## src/verilog/bank_dispatch_defs.svh

```systemverilog
`ifndef BANK_DISPATCH_DEFS_SVH
`define BANK_DISPATCH_DEFS_SVH

// Bank count and bank select width
`define DSP_NUM_BANKS 4
`define DSP_BANK_W $clog2(`DSP_NUM_BANKS)

// Word address, split into bank bits (low) and row bits (high)
`define DSP_ADDR_W 8
`define DSP_ROW_W (`DSP_ADDR_W - `DSP_BANK_W)

// Payload widths
`define DSP_DATA_W 32
`define DSP_TAG_W 4

// Words held by one bank
`define DSP_BANK_ROWS (1 << `DSP_ROW_W)

`endif

```

## src/verilog/dispatch_pkg.sv

```systemverilog
`default_nettype none

`include "bank_dispatch_defs.svh"

package dispatch_pkg;

    // Bank number from the low address bits
    typedef logic [`DSP_BANK_W-1:0] bank_idx_t;

    // Row inside one bank
    typedef logic [`DSP_ROW_W-1:0] row_t;

    // Request toward one bank, 43 bits
    typedef struct packed {
        logic                   write;
        row_t                   row;
        logic [`DSP_DATA_W-1:0] data;
        logic [`DSP_TAG_W-1:0]  tag;
    } bank_req_t;

endpackage

`default_nettype wire

```

## src/verilog/bank_pkg.sv

```systemverilog
`default_nettype none

`include "bank_dispatch_defs.svh"

package bank_pkg;

    // Response from one bank, 37 bits
    typedef struct packed {
        logic [`DSP_DATA_W-1:0] data;
        logic [`DSP_TAG_W-1:0]  tag;
        logic                   write;
    } bank_rsp_t;

endpackage

`default_nettype wire

```

## src/verilog/skid_buffer.sv

```systemverilog
`timescale 1ns/100ps
`default_nettype none

module skid_buffer #(
    parameter type payload_t = logic
) (
    input  wire      clk,
    input  wire      rst,
    input  wire      valid_in,
    input  wire      payload_t data_in,
    output logic     ready_in,
    output logic     valid_out,
    output payload_t data_out,
    input  wire      ready_out
);

    payload_t main_q;
    payload_t skid_q;
    logic     main_valid_q;
    logic     skid_valid_q;
    logic     main_free;

    // Upstream sees ready only while the skid slot is empty
    assign ready_in  = ~skid_valid_q;
    assign valid_out = main_valid_q;
    assign data_out  = main_q;
    assign main_free = ~main_valid_q | ready_out;

    always_ff @(posedge clk) begin
        if (rst) begin
            main_valid_q <= 1'b0;
            skid_valid_q <= 1'b0;
        end else if (skid_valid_q) begin
            // Drain the skid entry into the main slot
            if (ready_out) begin
                skid_valid_q <= 1'b0;
            end
        end else if (main_free) begin
            main_valid_q <= valid_in;
        end else if (valid_in) begin
            skid_valid_q <= 1'b1;
        end
    end

    always_ff @(posedge clk) begin
        if (skid_valid_q) begin
            if (ready_out) begin
                main_q <= skid_q;
            end
        end else if (main_free) begin
            main_q <= data_in;
        end else begin
            skid_q <= data_in;
        end
    end

    a_hold_stable: assert property (@(posedge clk) disable iff (rst)
        valid_out && !ready_out |=> valid_out && $stable(data_out));

endmodule

`default_nettype wire

```

## src/verilog/rr_arbiter.sv

```systemverilog
`timescale 1ns/100ps
`default_nettype none

`include "bank_dispatch_defs.svh"

module rr_arbiter #(
    parameter int num_reqs = `DSP_NUM_BANKS
) (
    input  wire                     clk,
    input  wire                     rst,
    input  wire [num_reqs-1:0]      requests,
    input  wire                     unlock,
    output logic                    grant_valid,
    output dispatch_pkg::bank_idx_t grant_index,
    output logic [num_reqs-1:0]     grant_onehot
);

    dispatch_pkg::bank_idx_t last_q;
    dispatch_pkg::bank_idx_t lock_idx_q;
    dispatch_pkg::bank_idx_t pick_idx;
    logic                    pick_valid;
    logic                    locked_q;

    // Search starts just past the last winner, nearest requester wins
    always_comb begin
        dispatch_pkg::bank_idx_t cand;
        pick_valid = 1'b0;
        pick_idx   = last_q;
        for (int i = num_reqs; i >= 1; i--) begin
            cand = dispatch_pkg::bank_idx_t'((int'(last_q) + i) % num_reqs);
            if (requests[cand]) begin
                pick_valid = 1'b1;
                pick_idx   = cand;
            end
        end
    end

    assign grant_index = locked_q ? lock_idx_q : pick_idx;
    assign grant_valid = locked_q ? requests[lock_idx_q] : pick_valid;

    always_comb begin
        grant_onehot = '0;
        if (grant_valid) begin
            grant_onehot[grant_index] = 1'b1;
        end
    end

    always_ff @(posedge clk) begin
        if (rst) begin
            locked_q   <= 1'b0;
            lock_idx_q <= '0;
            last_q     <= dispatch_pkg::bank_idx_t'(num_reqs - 1);
        end else if (unlock) begin
            locked_q <= 1'b0;
            last_q   <= grant_index;
        end else if (grant_valid) begin
            locked_q   <= 1'b1;
            lock_idx_q <= grant_index;
        end
    end

    a_grant_onehot: assert property (@(posedge clk) disable iff (rst)
        $onehot0(grant_onehot) && (grant_valid -> grant_onehot[grant_index]));

    // Held grant survives until its transfer
    a_grant_lock: assert property (@(posedge clk) disable iff (rst)
        grant_valid && !unlock |=> grant_valid && grant_index == $past(grant_index));

endmodule

`default_nettype wire

```

## src/verilog/stream_mux.sv

```systemverilog
`timescale 1ns/100ps
`default_nettype none

`include "bank_dispatch_defs.svh"

module stream_mux #(
    parameter int num_inputs = `DSP_NUM_BANKS
) (
    input  wire                    clk,
    input  wire                    rst,
    input  wire [num_inputs-1:0]   valid_in,
    input  wire bank_pkg::bank_rsp_t data_in [num_inputs],
    output logic [num_inputs-1:0]  ready_in,
    output logic                   valid_out,
    output bank_pkg::bank_rsp_t    data_out,
    input  wire                    ready_out
);

    logic                    grant_valid;
    dispatch_pkg::bank_idx_t grant_index;
    logic [num_inputs-1:0]   grant_onehot;
    logic                    buf_ready;
    logic                    buf_fire;

    // Grant releases on the transfer into the output buffer
    assign buf_fire = grant_valid & buf_ready;
    assign ready_in = grant_onehot & {num_inputs{buf_ready}};

    rr_arbiter #(
        .num_reqs (num_inputs)
    ) u_arbiter (
        .clk          (clk),
        .rst          (rst),
        .requests     (valid_in),
        .unlock       (buf_fire),
        .grant_valid  (grant_valid),
        .grant_index  (grant_index),
        .grant_onehot (grant_onehot)
    );

    skid_buffer #(
        .payload_t (bank_pkg::bank_rsp_t)
    ) u_out_buf (
        .clk       (clk),
        .rst       (rst),
        .valid_in  (grant_valid),
        .data_in   (data_in[grant_index]),
        .ready_in  (buf_ready),
        .valid_out (valid_out),
        .data_out  (data_out),
        .ready_out (ready_out)
    );

endmodule

`default_nettype wire

```

## config.mk

```make
export PLATFORM = sky130hd
export DESIGN_NAME = stream_mux
export DESIGN_NICKNAME = d
export VERILOG_FILES = /design/src/verilog/dispatch_pkg.sv /design/src/verilog/bank_pkg.sv /design/src/verilog/skid_buffer.sv /design/src/verilog/rr_arbiter.sv /design/src/verilog/stream_mux.sv
export VERILOG_INCLUDE_DIRS = /design/src /design/src/verilog
export SDC_FILE = /design/constraint.sdc
export NUM_CORES = 1
export LEC_CHECK = 0
export ABC_AREA = 0
export BUFFER_PORTS_ARGS = -buffer_cell sky130_fd_sc_hd__clkbuf_2
export CORE_MARGIN = 1
export CORE_UTILIZATION = 30
export CTS_CLUSTER_DIAMETER = 80
export DETAILED_ROUTE_END_ITERATION = 7
export HOLD_SLACK_MARGIN = 0.03
export PLACE_DENSITY = 0.6
export SLEW_MARGIN = 20
export SYNTH_ARGS = -nofsm -noshare
export SYNTH_HDL_FRONTEND = slang
export SYNTH_SLANG_ARGS = --single-unit
export TNS_END_PERCENT = 20
```

## constraint.sdc

```tcl
create_clock -name clk -period 4.35 [get_ports clk]
set_input_delay 0.6525 -clock clk [delete_from_list [all_inputs] [get_ports clk]]
set_output_delay 0.6525 -clock clk [all_outputs]
set_load 0.01 [all_outputs]
```

==> impl_metrics.env <==
export IMPL_viasPerCell=5.00
export IMPL_clk_path_buf_depth=2
export IMPL_vdd_ir_drop_worst_mv=0.178
export IMPL_fillers=1430
export IMPL_tritoncts="built"
export IMPL_dp_hpwl_mm=7.62
export IMPL_grt_start_max_net_pins=80
export IMPL_io_pins=197
export IMPL_synth_edf_count=74
export IMPL_nets=681
export IMPL_gr_total_overflow=0
export IMPL_finalWeightedCongestion=0.771
export IMPL_fin_tns_setup_ps=0
export IMPL_drt_initial_drc_count=268
export IMPL_worstPathMaxFanout=79
export IMPL_rsz0062_at_grt="no"
export IMPL_final_cell_area_um2=5870
export IMPL_yosys_area_top_type="edfxtp_1"
export IMPL_min_period_over_period_pct=68.7
export IMPL_hold_viol_final=0
export IMPL_relSlewSlack_pct=33.7
export IMPL_wire_per_inst_um=15.3
export IMPL_first_global_vias=3537
export IMPL_setup_viol=0
export IMPL_critPathKind="reg2out"
export IMPL_clkSinkCount=81
export IMPL_cts_buffers=9
export IMPL_cts_setup_buffers=0
export IMPL_fin_cells=715
export IMPL_clock_latency_ps=330
export IMPL_synth_ff_type="edfxtp_1"
export IMPL_timing_critical_path_buf_inv=2
export IMPL_synthesis_area_um2=4500
export IMPL_setup_slack_ps=1360
export IMPL_place_worst_setup_slack_ps=1080
export IMPL_clock_root_buffer="clkbuf_16"
export IMPL_path_cells="mux2i_1 -> nor3_1 -> a2111oi_4 -> buf_12 -> nand2_1 -> nor2_1 -> clkbuf_2"
export IMPL_powerDensity_nw_per_um2=457
export IMPL_yosysUniqueCellTypes=32
export IMPL_cp_end_kind="output pin"
export IMPL_ctsResizeCount=0
export IMPL_syn_instance_count=341
export IMPL_cp_required_ps=3700
export IMPL_port_buffer_count=196
export IMPL_routed_wl_mm=11.0
export IMPL_worst_setup_path_start_kind="flop"
export IMPL_slew_viol_final=0
export IMPL_avgSynthCellArea_um2=13.2
export IMPL_placed_cell_area_um2=5590
export IMPL_postRouteAntennaNets=0
export IMPL_ys_ff_latch=81
export IMPL_synth_top_area_share_pct=49.4
export IMPL_grt_pass1_wl_mm=17.3
export IMPL_hp_class="in2reg"
export IMPL_placed_cells=699
export IMPL_dr_pass1_iters=7
export IMPL_synth_nets=496
export IMPL_synth_most_common_cell="mux2i_1"
export IMPL_cpPeakStageDelay_ps=460
export IMPL_leakage_nw=2.89
export IMPL_antenna_found_initial=0
export IMPL_min_period_ps=2990
export IMPL_arrival_ps=2340
export IMPL_fp_dieW_um=124
export IMPL_die_area_um2=15500
export IMPL_drc=0
export IMPL_insertedDiodeCount=0
export IMPL_core_area_um2=14600
export IMPL_worstMarginPinSlew_ps=993
export IMPL_grt_use_total_pct=14.2
export IMPL_ys_seq_area_share_pct=52.5
export IMPL_initial_utilization_pct=30.8
export IMPL_status="complete, no violations"
export IMPL_yosysWarnings=0
export IMPL_num_vias=3575
export IMPL_synth_common_cells="mux2i_1 (113), edfxtp_1 (74), inv_1 (40), a222oi_1 (37), clkbuf_1 (9)"
export IMPL_synthTopCellsByArea="edfxtp_1 (49%), mux2i_1 (25%), a222oi_1 (8.2%), inv_1 (3.3%), dfxtp_1 (3.1%)"
export IMPL_syn2layout_area_growth_pct=30.5
export IMPL_multi_input_area_um2=1820
export IMPL_cp_top_family="buffers and inverters"
export IMPL_final_layout_size_suffix_gt1_share_pct=41.2
export IMPL_num_rows=44
export IMPL_regArea_um2=2360
export IMPL_timing_fmax_ghz=0.335
export IMPL_cp_slowest_cell="buf_12"
export IMPL_hold_buffers=0
export IMPL_die_y_um=124
export IMPL_synthArstFlopShare_pct=0
export IMPL_htree_levels=3
export IMPL_clk_pin_slew_ps=60
export IMPL_cap_violations=0
export IMPL_fin_skew_ps=4.59
-- cell usage in the layout (no fill, tap or decap), types with 5 or more instances in the layout --
cell         n
inv_1       40
mux2i_1    113
clkbuf_2   196
a222oi_1    37
nor3_1       5
edfxtp_1    74
nand2b_1     5
nor2_1       6
clkbuf_16    9
dfxtp_1      6
-- worst reg2reg max path: cells and delay by family (launching register included) --
family	cells	cell delay (ps)
DFF	1	410
and+or+nand+nor	1	680
AOI/OAI and AO/OA	4	1020
buffers and inverters	1	410
-- layout make-up --
cell class / count / share of cell area (%)
Timing Repair Buffer: 200 / 17.4
Clock inverter: 5 / 0.789
Tap cell: 184 / 3.92
Sequential cell: 81 / 40.3
Inverter: 40 / 2.56
Clock buffer: 11 / 3.97
Multi-Input combinational cell: 194 / 31.0
-- cells by family after synthesis --
group / after synthesis / share of synthesized area [%]
and+or+nand+nor: 27 / 3.31
muxes: 114 / 25.7
buffers and inverters: 66 / 7.68
AOI/OAI and AO/OA: 53 / 10.8
DFF: 81 / 52.5
-- layer usage --
metal	track usage (%)	share of wire [%]	routed length (µm)	up-vias
met5	0	0	0	-
met4	5.10	1.4	159	0
met3	3.31	8.2	895	11
met2	24.3	49	5370	163
met1	17.2	41	4540	1682
li1	-	-	-	1719
-- worst paths after layout --
path,to,slack (ps),from,cells past startpoint
min,u_out_buf.skid_valid_q,510,ready_out,2
max reg2reg,u_out_buf.data_out[14],1540,u_arbiter.last_q[0],6
min reg2reg,u_out_buf.valid_out,560,u_out_buf.valid_out,2
max,ready_in[2],1360,u_arbiter.last_q[1],7
-- flip-flops by register name, indices dropped and copies added, names as in the netlist --
register,cells
u_out_buf.valid_out,1
u_out_buf.skid_q,37
u_arbiter.locked_q,1
u_arbiter.lock_idx_q,2
u_out_buf.skid_valid_q,1
u_arbiter.last_q,2
u_out_buf.data_out,37
-- per-stage QoR --
| step | power (mW) | hold WS, ps | util, % |
|---|---|---|---|
| floorplan | 1.72 | 522 | - |
| global placement | 1.96 | 539 | 38.3 |
| detailed placement | 1.99 | 543 | 38.3 |
| CTS | 2.72 | 489 | 40.2 |
| global route | 2.82 | 509 | 40.2 |
| finish | 2.68 | 509 | 40.2 |
-- report_power, final --
group | switching (mW) | total, mW | internal, mW | leakage, nW
Clock | 0.284 | 0.722 | 0.438 | 0.136
Combinational | 0.467 | 0.846 | 0.378 | 1.98
Sequential | 0.0549 | 1.11 | 1.06 | 0.770
(Power assumes the default switching activity.)
