File: src/verilog/bank_dispatch_defs.svh
`ifndef BANK_DISPATCH_DEFS_SVH
`define BANK_DISPATCH_DEFS_SVH

// Bank count and bank select width
`define DSP_NUM_BANKS 4
`define DSP_BANK_W $clog2(`DSP_NUM_BANKS)

// Word address, split into bank bits (low) and row bits (high)
`define DSP_ADDR_W 8
`define DSP_ROW_W (`DSP_ADDR_W - `DSP_BANK_W)

// Payload widths
`define DSP_DATA_W 32
`define DSP_TAG_W 4

// Words held by one bank
`define DSP_BANK_ROWS (1 << `DSP_ROW_W)

`endif

File: src/verilog/dispatch_pkg.sv
`default_nettype none

`include "bank_dispatch_defs.svh"

package dispatch_pkg;

    // Bank number from the low address bits
    typedef logic [`DSP_BANK_W-1:0] bank_idx_t;

    // Row inside one bank
    typedef logic [`DSP_ROW_W-1:0] row_t;

    // Request toward one bank, 43 bits
    typedef struct packed {
        logic                   write;
        row_t                   row;
        logic [`DSP_DATA_W-1:0] data;
        logic [`DSP_TAG_W-1:0]  tag;
    } bank_req_t;

endpackage

`default_nettype wire

File: src/verilog/skid_buffer.sv
`timescale 1ns/100ps
`default_nettype none

module skid_buffer #(
    parameter type payload_t = logic
) (
    input  wire      clk,
    input  wire      rst,
    input  wire      valid_in,
    input  wire      payload_t data_in,
    output logic     ready_in,
    output logic     valid_out,
    output payload_t data_out,
    input  wire      ready_out
);

    payload_t main_q;
    payload_t skid_q;
    logic     main_valid_q;
    logic     skid_valid_q;
    logic     main_free;

    // Upstream sees ready only while the skid slot is empty
    assign ready_in  = ~skid_valid_q;
    assign valid_out = main_valid_q;
    assign data_out  = main_q;
    assign main_free = ~main_valid_q | ready_out;

    always_ff @(posedge clk) begin
        if (rst) begin
            main_valid_q <= 1'b0;
            skid_valid_q <= 1'b0;
        end else if (skid_valid_q) begin
            // Drain the skid entry into the main slot
            if (ready_out) begin
                skid_valid_q <= 1'b0;
            end
        end else if (main_free) begin
            main_valid_q <= valid_in;
        end else if (valid_in) begin
            skid_valid_q <= 1'b1;
        end
    end

    always_ff @(posedge clk) begin
        if (skid_valid_q) begin
            if (ready_out) begin
                main_q <= skid_q;
            end
        end else if (main_free) begin
            main_q <= data_in;
        end else begin
            skid_q <= data_in;
        end
    end

    a_hold_stable: assert property (@(posedge clk) disable iff (rst)
        valid_out && !ready_out |=> valid_out && $stable(data_out));

endmodule

`default_nettype wire

File: src/verilog/stream_demux.sv
`timescale 1ns/100ps
`default_nettype none

`include "bank_dispatch_defs.svh"

module stream_demux #(
    parameter int num_outputs = `DSP_NUM_BANKS
) (
    input  wire                       clk,
    input  wire                       rst,
    input  wire dispatch_pkg::bank_idx_t sel,
    input  wire                       valid_in,
    input  wire dispatch_pkg::bank_req_t data_in,
    output logic                      ready_in,
    output logic [num_outputs-1:0]    valid_out,
    output dispatch_pkg::bank_req_t   data_out [num_outputs],
    input  wire [num_outputs-1:0]     ready_out
);

    logic [num_outputs-1:0] sel_onehot;
    logic [num_outputs-1:0] buf_valid;
    logic [num_outputs-1:0] buf_ready;

    always_comb begin
        sel_onehot      = '0;
        sel_onehot[sel] = 1'b1;
    end

    assign buf_valid = {num_outputs{valid_in}} & sel_onehot;
    assign ready_in  = buf_ready[sel];

    for (genvar i = 0; i < num_outputs; i++) begin : g_out
        skid_buffer #(
            .payload_t (dispatch_pkg::bank_req_t)
        ) u_out_buf (
            .clk       (clk),
            .rst       (rst),
            .valid_in  (buf_valid[i]),
            .data_in   (data_in),
            .ready_in  (buf_ready[i]),
            .valid_out (valid_out[i]),
            .data_out  (data_out[i]),
            .ready_out (ready_out[i])
        );
    end

    a_one_target: assert property (@(posedge clk) disable iff (rst)
        $onehot0(buf_valid) && (valid_in -> buf_valid[sel]));

endmodule

`default_nettype wire

File: config.mk
export PLATFORM = sky130hd
export DESIGN_NAME = stream_demux
export DESIGN_NICKNAME = d
export VERILOG_FILES = /design/src/verilog/dispatch_pkg.sv /design/src/verilog/skid_buffer.sv /design/src/verilog/stream_demux.sv
export VERILOG_INCLUDE_DIRS = /design/src /design/src/verilog
export SDC_FILE = /design/constraint.sdc
export NUM_CORES = 1
export LEC_CHECK = 0
export BUFFER_PORTS_ARGS = -buffer_cell sky130_fd_sc_hd__buf_2
export CORE_AREA = 5 5 199 201
export CTS_CLUSTER_DIAMETER = 30
export DETAILED_ROUTE_END_ITERATION = 6
export DIE_AREA = 0 0 204 206
export GPL_TIMING_DRIVEN = 0
export PLACE_DENSITY = 0.57
export SLEW_MARGIN = 30
export SYNTH_ARGS = -nofsm -noshare
export SYNTH_HDL_FRONTEND = slang
export SYNTH_SLANG_ARGS = --single-unit
File: constraint.sdc
create_clock -name clk -period 5.9 [get_ports clk]
set_input_delay 1.18 -clock clk [delete_from_list [all_inputs] [get_ports clk]]
set_output_delay 1.18 -clock clk [all_outputs]
set_load 0.01 [all_outputs]
==> out/qor.txt, run 1 <==
WHS = 0.524 ns
TritonCTS clock tree = yes
outcome = finished clean
post-CTS setup buffers = 0
antenna cells = 0
slew margin rel. = 0.535
Syn Area/Cell = 22.0 um2
Residual DRC = 0
Die Height = 206 um
busiest grt layer = met2
Sink Count = 352
HP Start = g_out[2].u_out_buf.skid_q[39]
crit path DAT = 1.93 ns
FF-to-FF End = g_out[2].u_out_buf.skid_q[34]
Post-Synthesis Cells = 590
Least-Margin Pin Slew = 0.694 ns
Multi-input gate area = 2310 um2
post-cts resize count = 0
pwr/cell area = 401 nW/um2
Final Core Density = 0.475
drt wl/cell = 21.3 um
WP buf/inv = 2
R2R setup slack = 3.46 ns
placed insts = 1368
LEAKAGE = 6.74 nW
Inserted Clock Buffers = 75
Routed Antenna Nets = 0
maximum buffer depth of the clock tree = 3
worst-skew pair later-pin latency = 0.56 ns
Tightest Hold Check Type = reg2reg
Max VDD drop = 260 uV
GR Layer Usage met3 = 0.0555
antenna violations before repair = 3
Syn Nets = 642
setup_tns = 0 ns
Final Non-Filler Cells = 1501
#FFs+latches synth = 352
CP required = 4.72 ns
synth warn = 0
grt ovf = 0
Tmin final = 3.11 ns
drt pass-1 iters = 4
CTS clk-pin slew, worst paths = 0.04 ns
Crit path largest cell delay = 0.33 ns
H-tree depth = 3
num rows = 71
final hold viol count = 0
reg2reg start = g_out[2].u_out_buf.skid_valid_q
Seq. cell area = 10500 um2
Fmax = 322 MHz
crit path from = sel[1]
Worst path slowest cell = mux2_2
Yosys cell types = 22
Core Area = 37400 um2
filler instances = 3155
Via density = 4.47
met1 usage = 0.190
max-slew violations = 0
IO Count = 229
Die X = 204 um
DIE AREA = 42000 um2
RSZ-0062 raised after global routing = false
first-pass GRT wire length = 46.8 mm
Starting Density = 0.347
hold path depth = 1
hpwl dp = 21.6 mm
# hold bufs at CTS = 0
crit-path max FO = 8
Vias = 6715
vias in the first global route = 7325
Critical Setup Path Class = in2out
Setup Viol. Count Final = 0
sequential share of the synthesized area = 0.809
largest net degree at the start of global routing = 16
Worst Skew = 0.0154 ns
fin crit share = 0.527
Nets = 986
destination of the worst hold path = g_out[2].u_out_buf.data_out[39]
GPL Wtd Cong = 0.693
critical path launch point type = input port
worst reg-to-reg path cell count = 7
drt first-iter violations = 268
CP Cell Sequence = buf_6 > mux2_2 > o21ai_1 > buf_2
layout cells sized above 1 = 0.576
area growth from synthesis to layout = 37.0%
Port Buf Inserts = 226
worst setup margin = 2.79 ns
fin area = 17800 um2
Place WS = 2.79 ns
placed instance area = 15400 um2
clk root buf = clkbuf_16
Pwr Total = 7.11 mW
max-cap viol count = 0
GR Util met2 = 0.243
synthesized area = 13000 um2
overall routing resource usage = 0.151
final WL = 32.0 mm
Top delay family on crit path = multiplexers
Worst setup EP type = primary output
[final cells by class]
type	instances	share of cell area
well taps	511	0.0360
multi-input cells	207	0.130
clock buffers	88	0.113
inverters	5	0.00106
clock inverters	45	0.0223
plain buffers	26	0.0115
flip-flops and latches	352	0.591
repair buffers	267	0.0949
[how the worst max path moves through the flow]
stage / depth (start not counted) / end / slack [ns]
after floorplan: 1 / g_out[0].u_out_buf.skid_q[0] / 1.05
after global placement: 2 / g_out[2].u_out_buf.skid_q[28] / -3.01
after detailed placement: 4 / ready_in / 2.79
after CTS: 4 / ready_in / 2.79
after global routing: 4 / ready_in / 2.72
final: 4 / ready_in / 2.79
[state kept, by name (all words and copies together), names as in the netlist]
register                      cells
g_out.u_out_buf.skid_valid_q      4
g_out.u_out_buf.skid_q          172
g_out.u_out_buf.data_out        172
g_out.u_out_buf.valid_out         4
[power breakdown]
part           switching, mW  internal, mW  total (mW)
Sequential            0.0305          2.86        2.89
Combinational          0.160         0.132       0.292
Clock                   1.27          2.67        3.93
Total                   1.46          5.66        7.11
[cells by family (layout without fill, tap and decap cells)]
family,after synthesis,in the layout,synth area share
flip-flops,352,352,0.809
multiplexers,173,173,0.158
buffers and inverters,31,431,0.0172
AO/OA/AOI/OAI,18,18,0.00763
AND/OR/NAND/NOR,16,16,0.00811
[metal layers]
| metal | share of wire | wire, um | vias up |
|---|---|---|---|
| li1 | - | - | 3073 |
| met1 | 0.42 | 13500 | 3362 |
| met2 | 0.48 | 15300 | 228 |
| met3 | 0.082 | 2610 | 46 |
| met4 | 0.017 | 540 | 6 |
| met5 | 0.0017 | 54 | - |
[synthesized netlist by cell type]
cell type,count,area (um2)
mux2_2,131,1480
a21oi_1,5,25.0
nor2_4,1,11.3
nor3b_1,5,37.5
buf_1,1,3.75
a41oi_1,2,17.5
edfxtp_1,344,10300
buf_2,10,50.1
nand2b_1,1,6.26
nand3_1,2,10.0
nand3b_1,1,7.51
nor3_1,4,20.0
a31oi_1,1,6.26
o21ai_0,4,20.0
mux2_1,16,180
dfxtp_1,8,160
inv_1,5,18.8
buf_4,5,37.5
mux2_4,26,390
buf_6,10,113
o21ai_1,6,30.0
nor2b_1,2,12.5
[cells in the final DEF, fill, tap and decap left out, types with 2 or more instances in the layout]
cell type and count:
dfxtp_1 8, inv_1 5, buf_2 236, mux2_2 131
clkbuf_16 79, edfxtp_1 344, o21ai_1 6, clkbuf_1 9
buf_16 11, clkinvlp_4 8, buf_4 29, nor2b_1 2
nor3_1 4, mux2_1 16, bufinv_16 6, a21oi_1 5
o21ai_4 4, clkinv_2 15, nor3b_2 4, nand3_1 2
mux2_4 26, clkinv_4 3, clkinv_1 12, buf_6 15
a41oi_1 2
[worst reg2reg max path: stages, from the launching register on]
cell and delay, ns:
dfxtp_1 0.35, buf_6 0.18, buf_6 0.18, nor3b_2 0.61, buf_4 0.31, buf_6 0.16
buf_4 0.18, buf_4 0.18
(Power assumes the default switching activity.)
==> inputs of run 2 (changes only) <==
PLACE_DENSITY = 0.59   (was 0.57)
clock period = 2.7 ns   (was 5.9 ns; I/O delays follow)
==> run 2 against run 1 <==
- setup slack got worse by 2.4 ns
- combinational power increased by 120%
- cell count increased by 0.13%
- clock skew increased by 0.0045 ns
- cell area increased by 2.0%
- critical path type is now reg2out
- via count increased by 1.3%
- critical path depth increased by 2
- worst hold slack got worse by 0.31 ns
- sequential power increased by 120%
- sequential share of layout area decreased by 1.2 points
- core utilization increased by 0.97 points
- global-route usage decreased by 0.12 points
==> out/qor.txt, run 2 (synthesis results as in run 1) <==
Residual DRC = 0 (unchanged)
reg2reg start = g_out[3].u_out_buf.skid_valid_q
Starting Density = 0.347 (unchanged)
hpwl dp = 21.0 mm (-2.5%)
CP required = 2.16 ns (-2.56 ns)
antenna violations before repair = 4 (+1)
max-slew violations = 0 (unchanged)
pwr/cell area = 922 nW/um2 (+130%)
final hold viol count = 0 (unchanged)
Vias = 6803 (+1.3%)
first-pass GRT wire length = 46.9 mm (+0.19%)
IO Count = 229 (unchanged)
drt first-iter violations = 337 (+26%)
post-CTS setup buffers = 0 (unchanged)
crit-path max FO = 10 (+2)
setup_tns = 0 ns (unchanged)
clk root buf = clkbuf_16
H-tree depth = 3 (unchanged)
grt ovf = 0 (unchanged)
Setup Viol. Count Final = 0 (unchanged)
Least-Margin Pin Slew = 0.630 ns (-0.0636 ns)
area growth from synthesis to layout = 39.8%
num rows = 71 (unchanged)
crit path from = g_out[1].u_out_buf.skid_valid_q
most frequent cells in the layout = 344 x edfxtp_1, 236 x buf_2, 131 x mux2_2
Tmin final = 2.27 ns
commonest non-fill, non-tap cell in the layout = edfxtp_1
Max VDD drop = 615 uV (+140%)
Critical Setup Path Class = reg2out
drt pass-1 iters = 5 (+1)
GPL Wtd Cong = 0.692 (-0.25%)
slew margin rel. = 0.578 (+0.0429)
Die Height = 206 um (unchanged)
Worst setup EP type = primary output
maximum buffer depth of the clock tree = 3 (unchanged)
Core Area = 37400 um2 (unchanged)
Port Buf Inserts = 226 (unchanged)
layout cells sized above 1 = 0.579 (+0.00346)
# hold bufs at CTS = 0 (unchanged)
Fmax = 441 MHz
max-cap viol count = 0 (unchanged)
worst reg-to-reg path cell count = 6 (-1)
overall routing resource usage = 0.150 (-0.00117)
post-cts resize count = 0 (unchanged)
largest net degree at the start of global routing = 17 (+1)
worst-skew pair later-pin latency = 0.57 ns (about the same)
TritonCTS clock tree = yes
fin crit share = 0.839
critical path launch point type = register
Worst Skew = 0.0198 ns (+0.00447 ns)
Inserted Clock Buffers = 78 (+4.0%)
Nets = 979 (-0.71%)
Via density = 4.53 (+1.2%)
RSZ-0062 raised after global routing = false
Pwr Total = 16.7 mW (+130%)
hold path depth = 2 (+1)
vias in the first global route = 7284 (-0.56%)
Die X = 204 um (unchanged)
crit path DAT = 1.73 ns (-0.20 ns)
LEAKAGE = 6.85 nW (+1.7%)
final WL = 31.8 mm (-0.57%)
drt wl/cell = 21.1 um (-0.70%)
Routed Antenna Nets = 0 (unchanged)
Tightest Hold Check Type = in2reg
Sink Count = 352 (unchanged)
HP Start = ready_out[3]
CTS clk-pin slew, worst paths = 0.04 ns (about the same)
Final Core Density = 0.485 (+0.00970)
DIE AREA = 42000 um2 (unchanged)
outcome = finished clean
[run 2: report_power, final]
group          switching, mW  total, mW  internal [mW]
clock                   2.97       9.75           6.78
sequential            0.0653       6.31           6.24
combinational          0.354      0.644          0.289
[run 2: path summary, 6_finish.rpt]
path | slack (ns) | end
max | 0.43 | ready_in
min | 0.22 | g_out[3].u_out_buf.skid_valid_q
max reg2reg | 0.60 | g_out[3].u_out_buf.data_out[22]
min reg2reg | 0.52 | g_out[1].u_out_buf.data_out[8]
[run 2: critical path, cell delays in order, from the launching register on]
cell     delay [ns]
dfxtp_1        0.35
buf_6          0.20
buf_6          0.20
nor2_4         0.06
o21ai_1        0.10
o21ai_1        0.09
buf_2          0.15
[run 2: cell type report]
class | instances | area [um2]
fill | 3125 | 19300
sequential | 352 | 10500
multi-input combinational | 207 | 2340
clock buffer | 92 | 2090
timing repair buffer | 257 | 1670
clock inverter | 52 | 663
tap | 511 | 639
buffer | 26 | 204
inverter | 5 | 18.8
antenna | 1 | 2.50
[run 2: layer usage]
metal,up-vias,global-route usage,share of wire,routed length [um]
li1,3086,-,-,-
met1,3417,0.200,0.44,13900
met2,236,0.232,0.46,14700
met3,58,0.0510,0.077,2450
met4,6,0.0522,0.021,667
met5,-,0,0.0012,39
[run 2: metrics by stage]
| step | std cells | area (um2) | setup WS [ns] | hold slack [ns] |
|---|---|---|---|---|
| floorplan | 590 | 13000 | -0.0563 | 0.505 |
| global placement | 1327 | 14800 | -2.28 | 0.511 |
| detailed placement | 1358 | 15400 | 0.548 | 0.518 |
| CTS | 1502 | 18100 | 0.395 | 0.181 |
| global route | 1503 | 18100 | 0.349 | 0.215 |
| finish | 1503 | 18100 | 0.434 | 0.219 |
==> inputs of run 3 (changes only) <==
clock period = 1.82 ns   (was 2.7 ns; I/O delays follow)
==> run 3 against run 2 <==
- the run now ends with negative setup slack left
- combinational power rose by 51%
- die area did not move
- non-clock buffer count rose by 23
- sequential share of layout area fell by 0.79 points
- core utilization rose by 0.72 points
- clock skew fell by 0.0032 ns
- sequential power rose by 48%
- flip-flop and latch count did not move
==> out/qor.txt, run 3 (synthesis results as in run 1) <==
Worst setup EP type = primary output
Die Height = 206 um (unchanged)
WHS = 0.0712 ns (-0.147 ns)
RSZ-0062 raised after global routing = true
hpwl dp = 21.6 mm (+2.8%)
DIE AREA = 42000 um2 (unchanged)
drt pass-1 iters = 4 (-1)
TritonCTS clock tree = yes
num rows = 71 (unchanged)
LEAKAGE = 6.99 nW (+2.0%)
vias in the first global route = 7378 (+1.3%)
placed insts = 1359 (+0.074%)
Worst Skew = 0.0166 ns (-0.00323 ns)
outcome = complete, but fails checks
crit-path max FO = 5 (-5)
CTS clk-pin slew, worst paths = 0.04 ns (about the same)
layout cells sized above 1 = 0.594 (+0.0149)
Place WS = -0.162 ns (-0.711 ns)
placed instance area = 15400 um2 (+0.22%)
Vias = 7008 (+3.0%)
largest net degree at the start of global routing = 20 (+3)
worst setup margin = -0.0236 ns (-0.458 ns)
Starting Density = 0.347 (unchanged)
area growth from synthesis to layout = 41.9%
met1 usage = 0.195 (-0.00491)
Setup Viol. Count Final = 1 (+1)
crit path DAT = 1.48 ns (-0.25 ns)
antenna cells = 0 (-1)
Least-Margin Pin Slew = 0.551 ns (-0.0799 ns)
max-cap viol count = 0 (unchanged)
antenna violations before repair = 0 (-4)
H-tree depth = 3 (unchanged)
Tmin final = 1.84 ns
first-pass GRT wire length = 46.9 mm (about the same)
violated checks = negative setup slack
final hold viol count = 0 (unchanged)
IO Count = 229 (unchanged)
Sink Count = 352 (unchanged)
max-slew violations = 0 (unchanged)
overall routing resource usage = 0.151 (+0.000406)
GR Util met2 = 0.242 (+0.0100)
slew margin rel. = 0.632 (+0.0535)
busiest grt layer = met2
fin area = 18400 um2 (+1.5%)
maximum buffer depth of the clock tree = 3 (unchanged)
fin crit share = 1.01
Via density = 4.58 (+1.1%)
Die X = 204 um (unchanged)
worst-skew pair later-pin latency = 0.58 ns (about the same)
Final Non-Filler Cells = 1531 (+1.9%)
GPL Wtd Cong = 0.692 (about the same)
grt ovf = 0 (unchanged)
Nets = 1004 (+2.6%)
Port Buf Inserts = 226 (unchanged)
drt wl/cell = 21.1 um (-0.34%)
Fmax = 542 MHz
critical path launch point type = register
Core Area = 37400 um2 (unchanged)
commonest non-fill, non-tap cell in the layout = edfxtp_1
Inserted Clock Buffers = 80 (+2.6%)
Final Core Density = 0.492 (+0.00719)
Critical Setup Path Class = reg2out
GR Layer Usage met3 = 0.0441 (-0.00690)
final WL = 32.3 mm (+1.5%)
Max VDD drop = 931 uV (+52%)
drt first-iter violations = 339 (+0.59%)
Residual DRC = 0 (unchanged)
Routed Antenna Nets = 0 (unchanged)
pwr/cell area = 1350 nW/um2 (+47%)
clk root buf = clkbuf_16
CP required = 1.46 ns (-0.70 ns)
Tightest Hold Check Type = in2reg
most frequent cells in the layout = 344 x edfxtp_1, 236 x buf_2, 130 x mux2_2
## run 3: changes by cell type in the layout (fill, tap and decap cells not counted), sizes merged, moves of 2 or more
cell / delta
clkinvlp: +6
buf: +19
inv: +5
dlygate4sd3: +4
bufinv: -2
clkinv: -2
## run 3: metal layers
| metal | up-vias | wire, um |
|---|---|---|
| met5 | - | 0 |
| met1 | 3583 | 13600 |
| met3 | 58 | 2320 |
| li1 | 3125 | - |
| met4 | 0 | 756 |
| met2 | 242 | 15600 |
## run 3: area by class of cell
type	instances	area, um2
Buffer	23	199
Clock buffer	91	2090
Clock inverter	59	691
Fill cell	3122	19000
Inverter	5	18.8
Multi-Input combinational cell	207	2360
Sequential cell	352	10500
Tap cell	511	639
Timing Repair Buffer	283	1900
## run 3: stage by stage
| stage | setup TNS [ns] | power, mW |
|---|---|---|
| 4_1_cts | -0.175 | 25.2 |
| 5_1_grt | -0.0616 | 25.7 |
| 6_report | -0.0236 | 24.8 |
| 2_1_floorplan | -55.90 | 9.90 |
| 3_3_place_gp | -402.22 | 10.4 |
| 3_5_place_dp | -3.67 | 10.5 |
## run 3: critical path, cell delays in order (launching register included)
cell and delay [ns]:
dfxtp_4 0.37, mux2_4 0.28, o21ai_2 0.11, buf_2 0.15
## run 3: path summary, 6_finish.rpt
path	from	endpoint	slack (ns)	depth (start not counted)
worst max-delay path	g_out[0].u_out_buf.skid_valid_q	ready_in	-0.02	3
worst min-delay path	data_in[2]	g_out[3].u_out_buf.skid_q[2]	0.07	1
worst max register to register	g_out[3].u_out_buf.skid_valid_q	g_out[3].u_out_buf.data_out[34]	0.08	5
worst min register to register	g_out[1].u_out_buf.skid_q[7]	g_out[1].u_out_buf.data_out[7]	0.53	1
## run 3: report_power, final
part	internal (mW)	leakage, nW	switching (mW)	total [mW]
logic	0.444	2.24	0.530	0.974
clock network	9.88	1.32	4.63	14.5
registers	9.26	3.43	0.100	9.36
total	19.6	6.99	5.26	24.8
## run 3: timing repair
action / CTS / global route
hold buffers: 4 / 0
cloned: 0 / 0
setup buffers: 12 / 9
endpoints found under the hold margin: 4 / 0
endpoints found under the setup margin: 50 / 58
resized for setup: 7 / 8
pin swaps: 4 / 2
